$ cat config.mk
export PLATFORM = sky130hd
export DESIGN_NAME = fpu_double
export DESIGN_NICKNAME = d
export VERILOG_FILES = /design/src/fpu_format_pkg.sv /design/src/fpu_op_pkg.sv /design/src/fpu_decode.sv /design/src/fpu_int_normalise.sv /design/src/fpu_compare.sv /design/src/fpu_round.sv /design/src/fpu_result.sv /design/src/fpu_double.sv
export SDC_FILE = /design/constraint.sdc
export NUM_CORES = 1
export LEC_CHECK = 0
export BUFFER_PORTS_ARGS = -buffer_cell sky130_fd_sc_hd__buf_4
export CAP_MARGIN = 25
export CORE_AREA = 3 3 197 276
export DETAILED_ROUTE_END_ITERATION = 8
export DIE_AREA = 0 0 200 279
export GPL_TIMING_DRIVEN = 1
export PLACE_DENSITY = 0.6
export SYNTH_ARGS = -nofsm -noshare
export SYNTH_HDL_FRONTEND = slang
export SYNTH_SLANG_ARGS = --single-unit
$ cat constraint.sdc
create_clock -name clk -period 10.9 [get_ports clk]
set_input_delay 1.635 -clock clk [delete_from_list [all_inputs] [get_ports clk]]
set_output_delay 1.635 -clock clk [all_outputs]
set_load 0.005 [all_outputs]
$ cat src/fpu_format_pkg.sv
// Number formats for the double-precision helper unit
// IEEE double fields, integer source formats and operand classes

package fpu_format_pkg;

	localparam int exp_bias  = 1023;
	localparam int exp_width = 11;
	localparam int man_width = 52;

	// One IEEE double word, sign at bit 63
	typedef struct packed
	{
		logic                 sign;
		logic [exp_width-1:0] exponent;
		logic [man_width-1:0] mantissa;
	} fp64_t;

	// Integer source of a conversion
	typedef enum logic [1:0]
	{
		INT_W  = 2'd0,
		INT_WU = 2'd1,
		INT_L  = 2'd2,
		INT_LU = 2'd3
	} int_fmt_e;

	// Operand class flags, set by the decode stage
	typedef struct packed
	{
		logic is_zero;
		logic is_nan;
		logic is_snan;
		logic is_inf;
	} fp_class_t;

endpackage

$ cat src/fpu_op_pkg.sv
// Operation codes, mode field and stage records of the helper unit
// The mode field is decoded by operation, as rounding mode or as kind

package fpu_op_pkg;

	import fpu_format_pkg::*;

	typedef enum logic [1:0]
	{
		OP_I2D  = 2'd0,
		OP_CMP  = 2'd1,
		OP_SGNJ = 2'd2
	} fpu_op_e;

	typedef enum logic [2:0]
	{
		RNE = 3'd0,
		RTZ = 3'd1,
		RDN = 3'd2,
		RUP = 3'd3
	} rnd_mode_e;

	typedef enum logic [2:0]
	{
		CMP_LE = 3'd0,
		CMP_LT = 3'd1,
		CMP_EQ = 3'd2
	} cmp_kind_e;

	typedef enum logic [2:0]
	{
		SGNJ_INJECT = 3'd0,
		SGNJ_MOVE   = 3'd3
	} sgnj_kind_e;

	// Rounding mode for OP_I2D, comparison or sign kind for the others
	typedef union packed
	{
		rnd_mode_e  rnd;
		cmp_kind_e  cmp;
		sgnj_kind_e sgnj;
	} op_mode_u;

	typedef struct packed
	{
		logic invalid;
		logic inexact;
	} fp_flags_t;

	////////////////////////////////////////////////////////////////////
	// Records passed from one pipeline stage to the next
	////////////////////////////////////////////////////////////////////

	typedef struct packed
	{
		logic        valid;
		fpu_op_e     op;
		op_mode_u    mode;
		int_fmt_e    int_fmt;
		fp64_t       opa;
		fp64_t       opb;
		fp_class_t   cls_a;
		fp_class_t   cls_b;
		logic [63:0] int_mag;
		logic        int_sign;
	} decode_t;

	// Leading one of mag sits at bit 63, exp is its unbiased position
	typedef struct packed
	{
		logic        sign;
		logic [63:0] mag;
		logic [5:0]  exp;
		logic        zero;
	} norm_t;

	typedef struct packed
	{
		logic [63:0] result;
		fp_flags_t   flags;
	} float_res_t;

	typedef struct packed
	{
		logic     valid;
		fpu_op_e  op;
		op_mode_u mode;
	} stage_ctl_t;

	typedef struct packed
	{
		stage_ctl_t  ctl;
		logic [63:0] result;
		fp_flags_t   flags;
	} round_t;

endpackage

$ cat src/fpu_decode.sv
// Stage 1 of the helper unit
// Registers the request, classifies both doubles, takes the integer magnitude

`timescale 1ns/1ps

module fpu_decode
	import fpu_format_pkg::*;
	import fpu_op_pkg::*;
(
	input  logic        clk,
	input  logic        rst,
	input  logic        enable,
	input  fpu_op_e     fpu_op,
	input  op_mode_u    op_mode,
	input  int_fmt_e    int_fmt,
	input  logic [63:0] opa,
	input  logic [63:0] opb,
	output decode_t     dec
);

	logic [63:0] int_mag;
	logic        int_sign;

	function automatic fp_class_t classify(input fp64_t x);
		fp_class_t c;
		logic      exp_max;
		exp_max   = &x.exponent;
		c.is_zero = (x.exponent == '0) && (x.mantissa == '0);
		c.is_inf  = exp_max && (x.mantissa == '0);
		c.is_nan  = exp_max && (x.mantissa != '0);
		// Quiet bit clear marks a signaling NaN
		c.is_snan = c.is_nan && !x.mantissa[man_width-1];
		return c;
	endfunction

	// Absolute value of the integer source, 32-bit formats use opa[31:0] only
	always_comb
	begin
		int_mag  = '0;
		int_sign = 1'b0;
		if (fpu_op == OP_I2D)
		begin
			case (int_fmt)
				INT_W:
				begin
					int_sign = opa[31];
					int_mag  = {32'b0, (opa[31] ? -opa[31:0] : opa[31:0])};
				end
				INT_WU:
					int_mag = {32'b0, opa[31:0]};
				INT_L:
				begin
					int_sign = opa[63];
					int_mag  = opa[63] ? -opa : opa;
				end
				default:
					int_mag = opa;
			endcase
		end
	end

	always_ff @(posedge clk)
	begin
		dec.op       <= fpu_op;
		dec.mode     <= op_mode;
		dec.int_fmt  <= int_fmt;
		dec.opa      <= opa;
		dec.opb      <= opb;
		dec.cls_a    <= classify(opa);
		dec.cls_b    <= classify(opb);
		dec.int_mag  <= int_mag;
		dec.int_sign <= int_sign;
		if (rst)
			dec.valid <= 1'b0;
		else
			dec.valid <= enable;
	end

endmodule

$ cat src/fpu_int_normalise.sv
// Stage 2 conversion path
// Finds the leading one of the integer magnitude and moves it to bit 63

`timescale 1ns/1ps

module fpu_int_normalise
	import fpu_op_pkg::*;
(
	input  logic    clk,
	input  logic    rst,
	input  decode_t dec,
	output norm_t   norm
);

	logic [6:0]  lead_zeros;
	logic [63:0] aligned;

	// Highest set bit wins, an all-zero input counts 64
	always_comb
	begin
		lead_zeros = 7'd64;
		for (int i = 0; i < 64; i++)
		begin
			if (dec.int_mag[i])
				lead_zeros = 7'(63 - i);
		end
	end

	assign aligned = dec.int_mag << lead_zeros;

	always_ff @(posedge clk)
	begin
		norm.mag <= aligned;
		norm.exp <= 6'(7'd63 - lead_zeros);
		if (rst)
		begin
			norm.sign <= 1'b0;
			norm.zero <= 1'b1;
		end
		else
		begin
			norm.sign <= dec.int_sign;
			norm.zero <= (dec.int_mag == '0);
		end
	end

endmodule

$ cat src/fpu_compare.sv
// Stage 2 float path
// Ordered compare of two doubles, sign injection and move

`timescale 1ns/1ps

module fpu_compare
	import fpu_op_pkg::*;
(
	input  logic       clk,
	input  logic       rst,
	input  decode_t    dec,
	output float_res_t fres
);

	logic       any_nan;
	logic       any_snan;
	logic       both_zero;
	logic       same;
	logic       less;
	float_res_t fres_d;

	always_comb
	begin
		any_nan   = dec.cls_a.is_nan | dec.cls_b.is_nan;
		any_snan  = dec.cls_a.is_snan | dec.cls_b.is_snan;
		both_zero = dec.cls_a.is_zero & dec.cls_b.is_zero;
		same      = (dec.opa == dec.opb) | both_zero;

		// Sign-magnitude ordering, reversed for two negatives
		if (dec.opa.sign != dec.opb.sign)
			less = dec.opa.sign & ~both_zero;
		else if (dec.opa.sign)
			less = dec.opa[62:0] > dec.opb[62:0];
		else
			less = dec.opa[62:0] < dec.opb[62:0];

		fres_d = '0;
		case (dec.op)
			OP_CMP:
				case (dec.mode.cmp)
					CMP_LE:
					begin
						fres_d.result[0]     = ~any_nan & (less | same);
						fres_d.flags.invalid = any_nan;
					end
					CMP_LT:
					begin
						fres_d.result[0]     = ~any_nan & less;
						fres_d.flags.invalid = any_nan;
					end
					CMP_EQ:
					begin
						// Quiet NaNs only answer false here
						fres_d.result[0]     = ~any_nan & same;
						fres_d.flags.invalid = any_snan;
					end
					default:
						fres_d.flags.invalid = 1'b1;
				endcase
			OP_SGNJ:
				case (dec.mode.sgnj)
					SGNJ_INJECT:
						fres_d.result = {dec.opb.sign, dec.opa[62:0]};
					SGNJ_MOVE:
						fres_d.result = dec.opa;
					default:
						fres_d.flags.invalid = 1'b1;
				endcase
			OP_I2D:
				fres_d = '0;
			default:
				fres_d.flags.invalid = 1'b1;
		endcase
	end

	always_ff @(posedge clk)
	begin
		fres.result <= fres_d.result;
		if (rst)
			fres.flags <= '0;
		else
			fres.flags <= fres_d.flags;
	end

endmodule

$ cat src/fpu_round.sv
// Stage 3 of the helper unit
// Rounds the aligned integer into a double and passes float-path results through

`timescale 1ns/1ps

module fpu_round
	import fpu_format_pkg::*;
	import fpu_op_pkg::*;
(
	input  logic       clk,
	input  logic       rst,
	input  decode_t    dec,
	input  norm_t      norm,
	input  float_res_t fres,
	output round_t     rnd
);

	stage_ctl_t  ctl_q;
	fp64_t       i2d_word;
	fp_flags_t   i2d_flags;
	logic        guard;
	logic        sticky;
	logic        round_up;
	logic        mode_ok;
	logic [53:0] sig_sum;
	logic        carry;

	//////////////////////////////////////////////////////////////////////
	// Rounding of the 53-bit significand held in mag[63:11]
	//////////////////////////////////////////////////////////////////////

	always_comb
	begin
		guard   = norm.mag[10];
		sticky  = |norm.mag[9:0];
		mode_ok = 1'b1;
		case (ctl_q.mode.rnd)
			RNE:
				round_up = guard & (sticky | norm.mag[11]);
			RTZ:
				round_up = 1'b0;
			RUP:
				round_up = (guard | sticky) & ~norm.sign;
			RDN:
				round_up = (guard | sticky) & norm.sign;
			default:
			begin
				round_up = 1'b0;
				mode_ok  = 1'b0;
			end
		endcase

		sig_sum = {1'b0, norm.mag[63:11]} + 54'(round_up);
		// A carry out leaves the significand at exactly 2.0 with an all-zero fraction
		carry   = sig_sum[53];

		i2d_word.sign     = norm.sign;
		i2d_word.exponent = 11'(norm.exp) + 11'(exp_bias) + 11'(carry);
		i2d_word.mantissa = sig_sum[51:0];
		i2d_flags.invalid = 1'b0;
		i2d_flags.inexact = guard | sticky;

		if (!mode_ok)
		begin
			i2d_word          = '0;
			i2d_flags.invalid = 1'b1;
			i2d_flags.inexact = 1'b0;
		end
		else if (norm.zero)
		begin
			i2d_word  = '0;
			i2d_flags = '0;
		end
	end

	always_ff @(posedge clk)
	begin
		// Tag follows dec by one stage so it lines up with norm and fres
		ctl_q.op     <= dec.op;
		ctl_q.mode   <= dec.mode;
		rnd.ctl.op   <= ctl_q.op;
		rnd.ctl.mode <= ctl_q.mode;
		if (ctl_q.op == OP_I2D)
		begin
			rnd.result <= i2d_word;
			rnd.flags  <= i2d_flags;
		end
		else
		begin
			rnd.result <= fres.result;
			rnd.flags  <= fres.flags;
		end
		if (rst)
		begin
			ctl_q.valid   <= 1'b0;
			rnd.ctl.valid <= 1'b0;
		end
		else
		begin
			ctl_q.valid   <= dec.valid;
			rnd.ctl.valid <= ctl_q.valid;
		end
	end

endmodule

$ cat src/fpu_result.sv
// Stage 4 of the helper unit
// Presents the final word and flags with a one-cycle ready pulse

`timescale 1ns/1ps

module fpu_result
	import fpu_op_pkg::*;
(
	input  logic        clk,
	input  logic        rst,
	input  round_t      rnd,
	output logic [63:0] result,
	output fp_flags_t   flags,
	output logic        ready
);

	always_ff @(posedge clk)
	begin
		if (rst)
		begin
			ready  <= 1'b0;
			result <= '0;
			flags  <= '0;
		end
		else
		begin
			ready <= rnd.ctl.valid;
			// Outputs read as zero between results
			if (rnd.ctl.valid)
			begin
				result <= rnd.result;
				flags  <= rnd.flags;
			end
			else
			begin
				result <= '0;
				flags  <= '0;
			end
		end
	end

endmodule

$ cat src/fpu_double.sv
// Pipelined double-precision helper unit
// Integer conversion, compare and sign injection in four stages, one issue per cycle

`timescale 1ns/1ps

module fpu_double
	import fpu_format_pkg::*;
	import fpu_op_pkg::*;
(
	input  logic        clk,
	input  logic        rst,
	input  logic        enable,
	input  fpu_op_e     fpu_op,
	input  op_mode_u    op_mode,
	input  int_fmt_e    int_fmt,
	input  logic [63:0] opa,
	input  logic [63:0] opb,
	output logic [63:0] result,
	output fp_flags_t   flags,
	output logic        ready
);

	decode_t    dec;
	norm_t      norm;
	float_res_t fres;
	round_t     rnd;

	fpu_decode i_fpu_decode
	(
		.clk     (clk),
		.rst     (rst),
		.enable  (enable),
		.fpu_op  (fpu_op),
		.op_mode (op_mode),
		.int_fmt (int_fmt),
		.opa     (opa),
		.opb     (opb),
		.dec     (dec)
	);

	// Both stage 2 paths read the same decode record
	fpu_int_normalise i_fpu_int_normalise
	(
		.clk  (clk),
		.rst  (rst),
		.dec  (dec),
		.norm (norm)
	);

	fpu_compare i_fpu_compare
	(
		.clk  (clk),
		.rst  (rst),
		.dec  (dec),
		.fres (fres)
	);

	fpu_round i_fpu_round
	(
		.clk  (clk),
		.rst  (rst),
		.dec  (dec),
		.norm (norm),
		.fres (fres),
		.rnd  (rnd)
	);

	fpu_result i_fpu_result
	(
		.clk    (clk),
		.rst    (rst),
		.rnd    (rnd),
		.result (result),
		.flags  (flags),
		.ready  (ready)
	);

endmodule

Word level (Yosys, flattened, before mapping)
Index checks and enable logic that the tools add are counted.
{"block": "totals", "reg_bits": 482, "in_bits": 138, "wordCells": 185, "out_inout_bits": 67}
{"block": "classes", "n_eq_ne": 12, "shift": 1, "order_cmp": 2, "n_bitwise": 18, "n_reduce_logical": 28, "n_addsub": 6, "mux": 83}
{"op": "$mux 7", "n": 64}
{"op": "$mux 64", "n": 3}
{"op": "$pmux 64 s3", "n": 1}
{"op": "$pmux 64 s2", "n": 1}
{"op": "$logic_not 52->1", "n": 2}
{"op": "$reduce_bool 52->1", "n": 2}
{"op": "$mux 66", "n": 1}
{"op": "$eq 64x64->1", "n": 1}
{"op": "$logic_not 64->1", "n": 1}
{"op": "$neg 64->64", "n": 1}
{"op": "$shl 64x7->64", "n": 1}
{"op": "$gt 63x63->1", "n": 1}
{"op": "$lt 63x63->1", "n": 1}
{"op": "$add 53x1->54", "n": 1}
{"op": "$mux 32", "n": 1}
{"op": "$neg 32->32", "n": 1}
{"op": "$logic_not 11->1", "n": 2}
{"op": "$reduce_and 11->1", "n": 2}
{"op": "$eq 3x2->1 const B", "n": 4}
{"op": "$add 11x1->11", "n": 1}
{"op": "$add 6x10->11 const B", "n": 1}
{"op": "$reduce_or 10->1", "n": 1}
{"op": "$pmux 1 s3", "n": 3}
{"op": "$and 1x1->1", "n": 8}
{"op": "16 further kinds", "n": 45}

Logic depth before layout (Yosys ltp)
{"block": "logic_depth", "word_depth": 65, "mapped_depth": 21, "mapped_depth_nobuf": 20}

Modules after synthesis
Synthesis repeated with hierarchy kept, for this count alone.
{"block": "hier_totals", "hier_cells": 2419, "area_unflattened_um2": 22366.5}
{"module": "fpu_decode", "instances": 1, "cells_each": 635, "area_each_um2": 6706.4, "seq_area_each_um2": 4184.0}
{"module": "fpu_int_normalise", "instances": 1, "cells_each": 791, "area_each_um2": 6346.1, "seq_area_each_um2": 1441.4}
{"module": "fpu_round", "instances": 1, "cells_each": 444, "area_each_um2": 3678.5, "seq_area_each_um2": 1561.5}
{"module": "fpu_compare", "instances": 1, "cells_each": 401, "area_each_um2": 3584.7, "seq_area_each_um2": 1301.2}
{"module": "fpu_result", "instances": 1, "cells_each": 148, "area_each_um2": 2050.7, "seq_area_each_um2": 1341.3}

Worst setup path before layout
No wires, ideal clock.
{"block": "synth_path", "path_type": "input to register", "start": "in opa[2]", "end": "reg, netlist name i_fpu_decode.dec[32]", "required_time_ns": 10.842, "arrival_time_ns": 4.088, "setup_time_ns": 0.058, "cell_stages": 8, "setup_slack_ns": 6.754, "n_path_buf": 0, "cell_sequence": "or4_1 or4_1 nand4b_1 or4_1 nor4_1 ha_1 a31oi_1 o221a_2"}
{"block": "synth_via", "elab_chain_cells": 3, "word_cells_on_any_way": 5, "classes_between": "add/sub: 2; mux: 3"}
{"element": "start, declared", "line": "fpu_double.sv:16", "rtl": "input logic [63:0] opa,"}
{"element": "$neg 64->64 or $neg 32->32 (tied branches)", "line": "fpu_decode.sv:54, fpu_decode.sv:47"}
{"element": "$mux 64 or $mux 32 (tied branches)", "line": "fpu_decode.sv:54, fpu_decode.sv:47"}
{"element": "$pmux 64 s3 *", "line": "fpu_decode.sv:43", "rtl": "case (int_fmt)"}
Mark *: on every way between the ends. The rest lies on a longest branch, timed or not.
A chain may end at the register's enable or synchronous reset.

Worst setup path in the final report
{"block": "layout_path", "start": "reg, netlist name i_fpu_decode.dec[45]", "end": "reg, netlist name i_fpu_int_normalise.norm[36]"}
{"block": "layout_via", "elab_chain_cells": 21}
{"element": "$mux 7 (20 in series)", "line": "fpu_int_normalise.sv:24", "rtl": "if (dec.int_mag[i])"}
{"element": "$shl 64x7->64 *", "line": "fpu_int_normalise.sv:29", "rtl": "assign aligned = dec.int_mag << lead_zeros;"}
Marks and branches as above.

==> results.md <==
* Root Driver: clkbuf_16
* Post-synthesis mux area share at 0.09295
* Post-Synth Simple-Gate Area at 0.1896
* Max cap viols at 0
* Final RePlAce weighted congestion at 1.002
* Synth Warn # at 0
* Final hold slack at 400.1 ps
* Met2 usage at 0.4793
* Gr usage total at 0.2723
* Die span in x at 200 um
* Most instantiated cells after synthesis: dfxtp_1 (482), nand2_1 (181), nor2_1 (168), mux2i_1 (163), and2_1 (136)
* Fraction of layout cells with a size suffix above 1 at 0.1480
* Worst path cell trace: or2_1 > a221oi_2 > inv_1 > o21bai_2 > nor2_4 > inv_2 > buf_4 > mux2i_1 > mux2i_1 > mux2i_1 > nand2_1 > a21oi_1
* Antenna violations before repair at 4
* DRT iter0 DRCs at 1,256
* Post-synthesis cell count at 2,288
* Most common cell in the netlist: dfxtp_1
* Setup Total Neg Slack at 0 ps
* Met1 usage at 0.3257
* Max VDD drop at 139.2 uV
* Post-Synth Adder-Cell Area at 0.04247
* Worst path most repeated cell: mux2i_1
* Hold Crit Start: i_fpu_round.rnd[29]$_DFF_P_
* Routed vias/inst at 5.524
* CP Launch Type: flop
* Main combinational cell family by area after synthesis: simple AND/OR/NAND/NOR gates
* Setup CP Type: flop to flop
* Layout net count at 2,658
* Post-CTS Resized at 0
* Status: complete, no violations
* Die Area at 0.05580 mm^2
* CP Max Fanout at 35
* Distinct cells, synth at 88
* # rows at 99
* # port buffers at 204
* Pwr dens at 199.0 mW/mm^2
* Worst path slowest cell: mux2i_1
* Postcts setup bufs at 0
* Post-Syn Area at 0.02121 mm^2
* Cts hold-fix bufs at 0
* Initial Utilization at 0.4068
* Fmax at 0.2005 GHz
* Htree depth at 2
* XOR/XNOR Fraction of Synth Area at 0.04541
* Largest net degree at the start of global routing at 72
* Slew headroom at 0.3571
* Top post-synthesis cells by area: dfxtp_1 (45%), mux2i_1 (7.7%), ha_1 (4.2%), and2_1 (4.0%), nand2_1 (3.2%)
* First drt pass iteration count at 6
* Synth Area in Compound Gates at 0.1324
* Worst-Skew Late Latency at 610 ps
* CTS Sinks at 482
* Worst hold-check path type: flop to flop
* Worst path max stage delay at 660 ps
* Busiest grt layer: met2
* First-pass GRT wire length at 113,000 um
* Post-DR wirelength/cell at 24.31 um
* Min Tclk post-route at 4988 ps
* WHS Endpoint: i_fpu_result.result[27]$_SDFF_PP0_
* Final worst-path cycle share at 0.4577
* CTS tree: yes
* Drt drc at 0
* Crit end category: flop
* Least-Margin Pin Slew at 955.6 ps
* Synth Area per Inst at 9.272 um^2
* Vias post-DR at 17,640
* Vias in the first global route at 17,700
* DP Wirelength at 61,980 um
* WL final at 77,660 um
* Max Slew Vio Count at 0
* Yosys top cell area share at 0.4549
* Leak Pwr at 10.61 nW
* # IOs at 205
* Chip height at 279 um
* Met3 GRT Util at 0.02993
* Layout area overhead at 17.85%
* R2R Path Start: i_fpu_decode.dec[45]$_SDFF_PP0_
* Data arrival, critical path at 5440 ps
* Post-synthesis register bit count at 482
* Final Hold Violating Endpoints at 0
* Worst endpoint required time at 11,360 ps
* GRT overflow at 0
* Worst Clk Skew at 36.23 ps
* Unrepaired setup endpoints after global routing: no
* RR Endpoint: i_fpu_int_normalise.norm[36]$_SDFF_PP0_
* Clock buffer count from CTS at 46
* Flop2flop setup slack at 5910 ps
* CTS clk-pin slew, worst paths at 70 ps
* Post-synth EDFFs at 0
* Core box area at 0.05215 mm^2
* Top_reg_cell synth: dfxtp_1
* Ys async rst share at 0
* Hold path cells at 1
* Post-route ant nets at 0
* Area leader, netlist: dfxtp_1
* # setup viols final at 0
* R2R depth at 12
* Sequential share of the synthesized area at 0.4549
* CTS max path bufs at 3
* Synthesized net count at 2,498
final cells by class:
class                   instances  area (um^2)
diodes                          1        2.502
clock buffers                  55         1255
clock inverters                31        430.4
fillers                      5021        27150
inverters                     100        380.4
multi-input cells            1594        10680
flip-flops and latches        482         9649
well taps                     707        884.6
repair buffers                224         1722
power by group:
part	internal, mW	leakage, nW	switching [mW]	total [mW]
combinational	0.436	5.84	0.747	1.18
clock	1.01	0.807	0.729	1.73
sequential	1.91	3.97	0.146	2.06
total	3.35	10.6	1.62	4.97
flip-flops by register name, summed over array words and instances (netlist names):
name and cells:
i_fpu_int_normalise.norm 72, i_fpu_round.rnd 67, i_fpu_round.ctl_q 6, i_fpu_compare.fres 65, i_fpu_result.flags 2, i_fpu_decode.dec 205, i_fpu_result.result 64, i_fpu_result.ready 1
metal layers:
| metal | up-vias | wire length, um | part of all wire |
|---|---|---|---|
| met5 | - | 0 | 0 |
| met4 | 0 | 4502 | 0.058 |
| met3 | 170 | 3995 | 0.051 |
| met2 | 640 | 38530 | 0.50 |
| met1 | 8478 | 30640 | 0.39 |
| li1 | 8356 | - | - |
cell usage in the layout (no fill, tap or decap), types with 8 or more instances in the layout:
cell / count
dfxtp_1: 482
buf_4: 221
nand2_1: 181
nor2_1: 167
mux2i_1: 163
and2_1: 136
o21ai_0: 113
a21oi_1: 110
inv_1: 95
ha_1: 72
nand3_1: 60
xor2_1: 56
xnor2_1: 54
nor4_1: 50
clkbuf_16: 46
nor3_1: 44
nand4_1: 32
and3_1: 24
a21o_1: 22
mux2_2: 22
nor2b_1: 19
o22ai_1: 19
or4_1: 16
a31oi_1: 16
nand2b_1: 15
o211ai_1: 14
a22o_1: 12
o31ai_1: 12
o21a_1: 11
or3_1: 10
a211oi_1: 10
clkinv_2: 9
and4_1: 8
how the worst max path moves through the flow:
stage | start | end
final | i_fpu_decode.dec[45]$_SDFF_PP0_ | i_fpu_int_normalise.norm[36]$_SDFF_PP0_
after global routing | i_fpu_decode.dec[17]$_SDFF_PP0_ | i_fpu_int_normalise.norm[64]$_SDFF_PP0_
after CTS | i_fpu_decode.dec[17]$_SDFF_PP0_ | i_fpu_int_normalise.norm[36]$_SDFF_PP0_
after detailed placement | opa[14] | i_fpu_decode.dec[60]$_SDFF_PP0_
after global placement | opa[14] | i_fpu_decode.dec[60]$_SDFF_PP0_
after floorplan | opa[2] | i_fpu_decode.dec[32]$_SDFF_PP0_
metrics by stage:
stage	area [um^2]	utilization	std cells	power, mW	setup slack [ps]
after floorplan	21210	-	2288	2.826	6754
after global placement	23250	0.4458	3104	3.256	5636
after detailed placement	23280	0.4464	3105	3.257	5606
after CTS	24960	0.4787	3191	4.984	6056
after global routing	25000	0.4794	3193	5.159	5756
final	25000	0.4794	3194	4.974	5912
logic make-up after synthesis:
| logic type | count (synthesis) |
|---|---|
| AND/OR/NAND/NOR | 789 |
| XOR/XNOR | 110 |
| multiplexers | 190 |
| flip-flops | 482 |
| buffers and inverters | 212 |
| adder cells (fa/ha/maj) | 72 |
| AO/OA/AOI/OAI | 433 |
critical path: cells and delay by family, from the launching register on:
family | cells | cell delay (ps)
AND/OR/NAND/NOR | 3 | 510
multiplexers | 3 | 1220
AO/OA/AOI/OAI | 3 | 1500
flip-flops | 1 | 460
buffers and inverters | 3 | 1130
(Power assumes the default switching activity.)
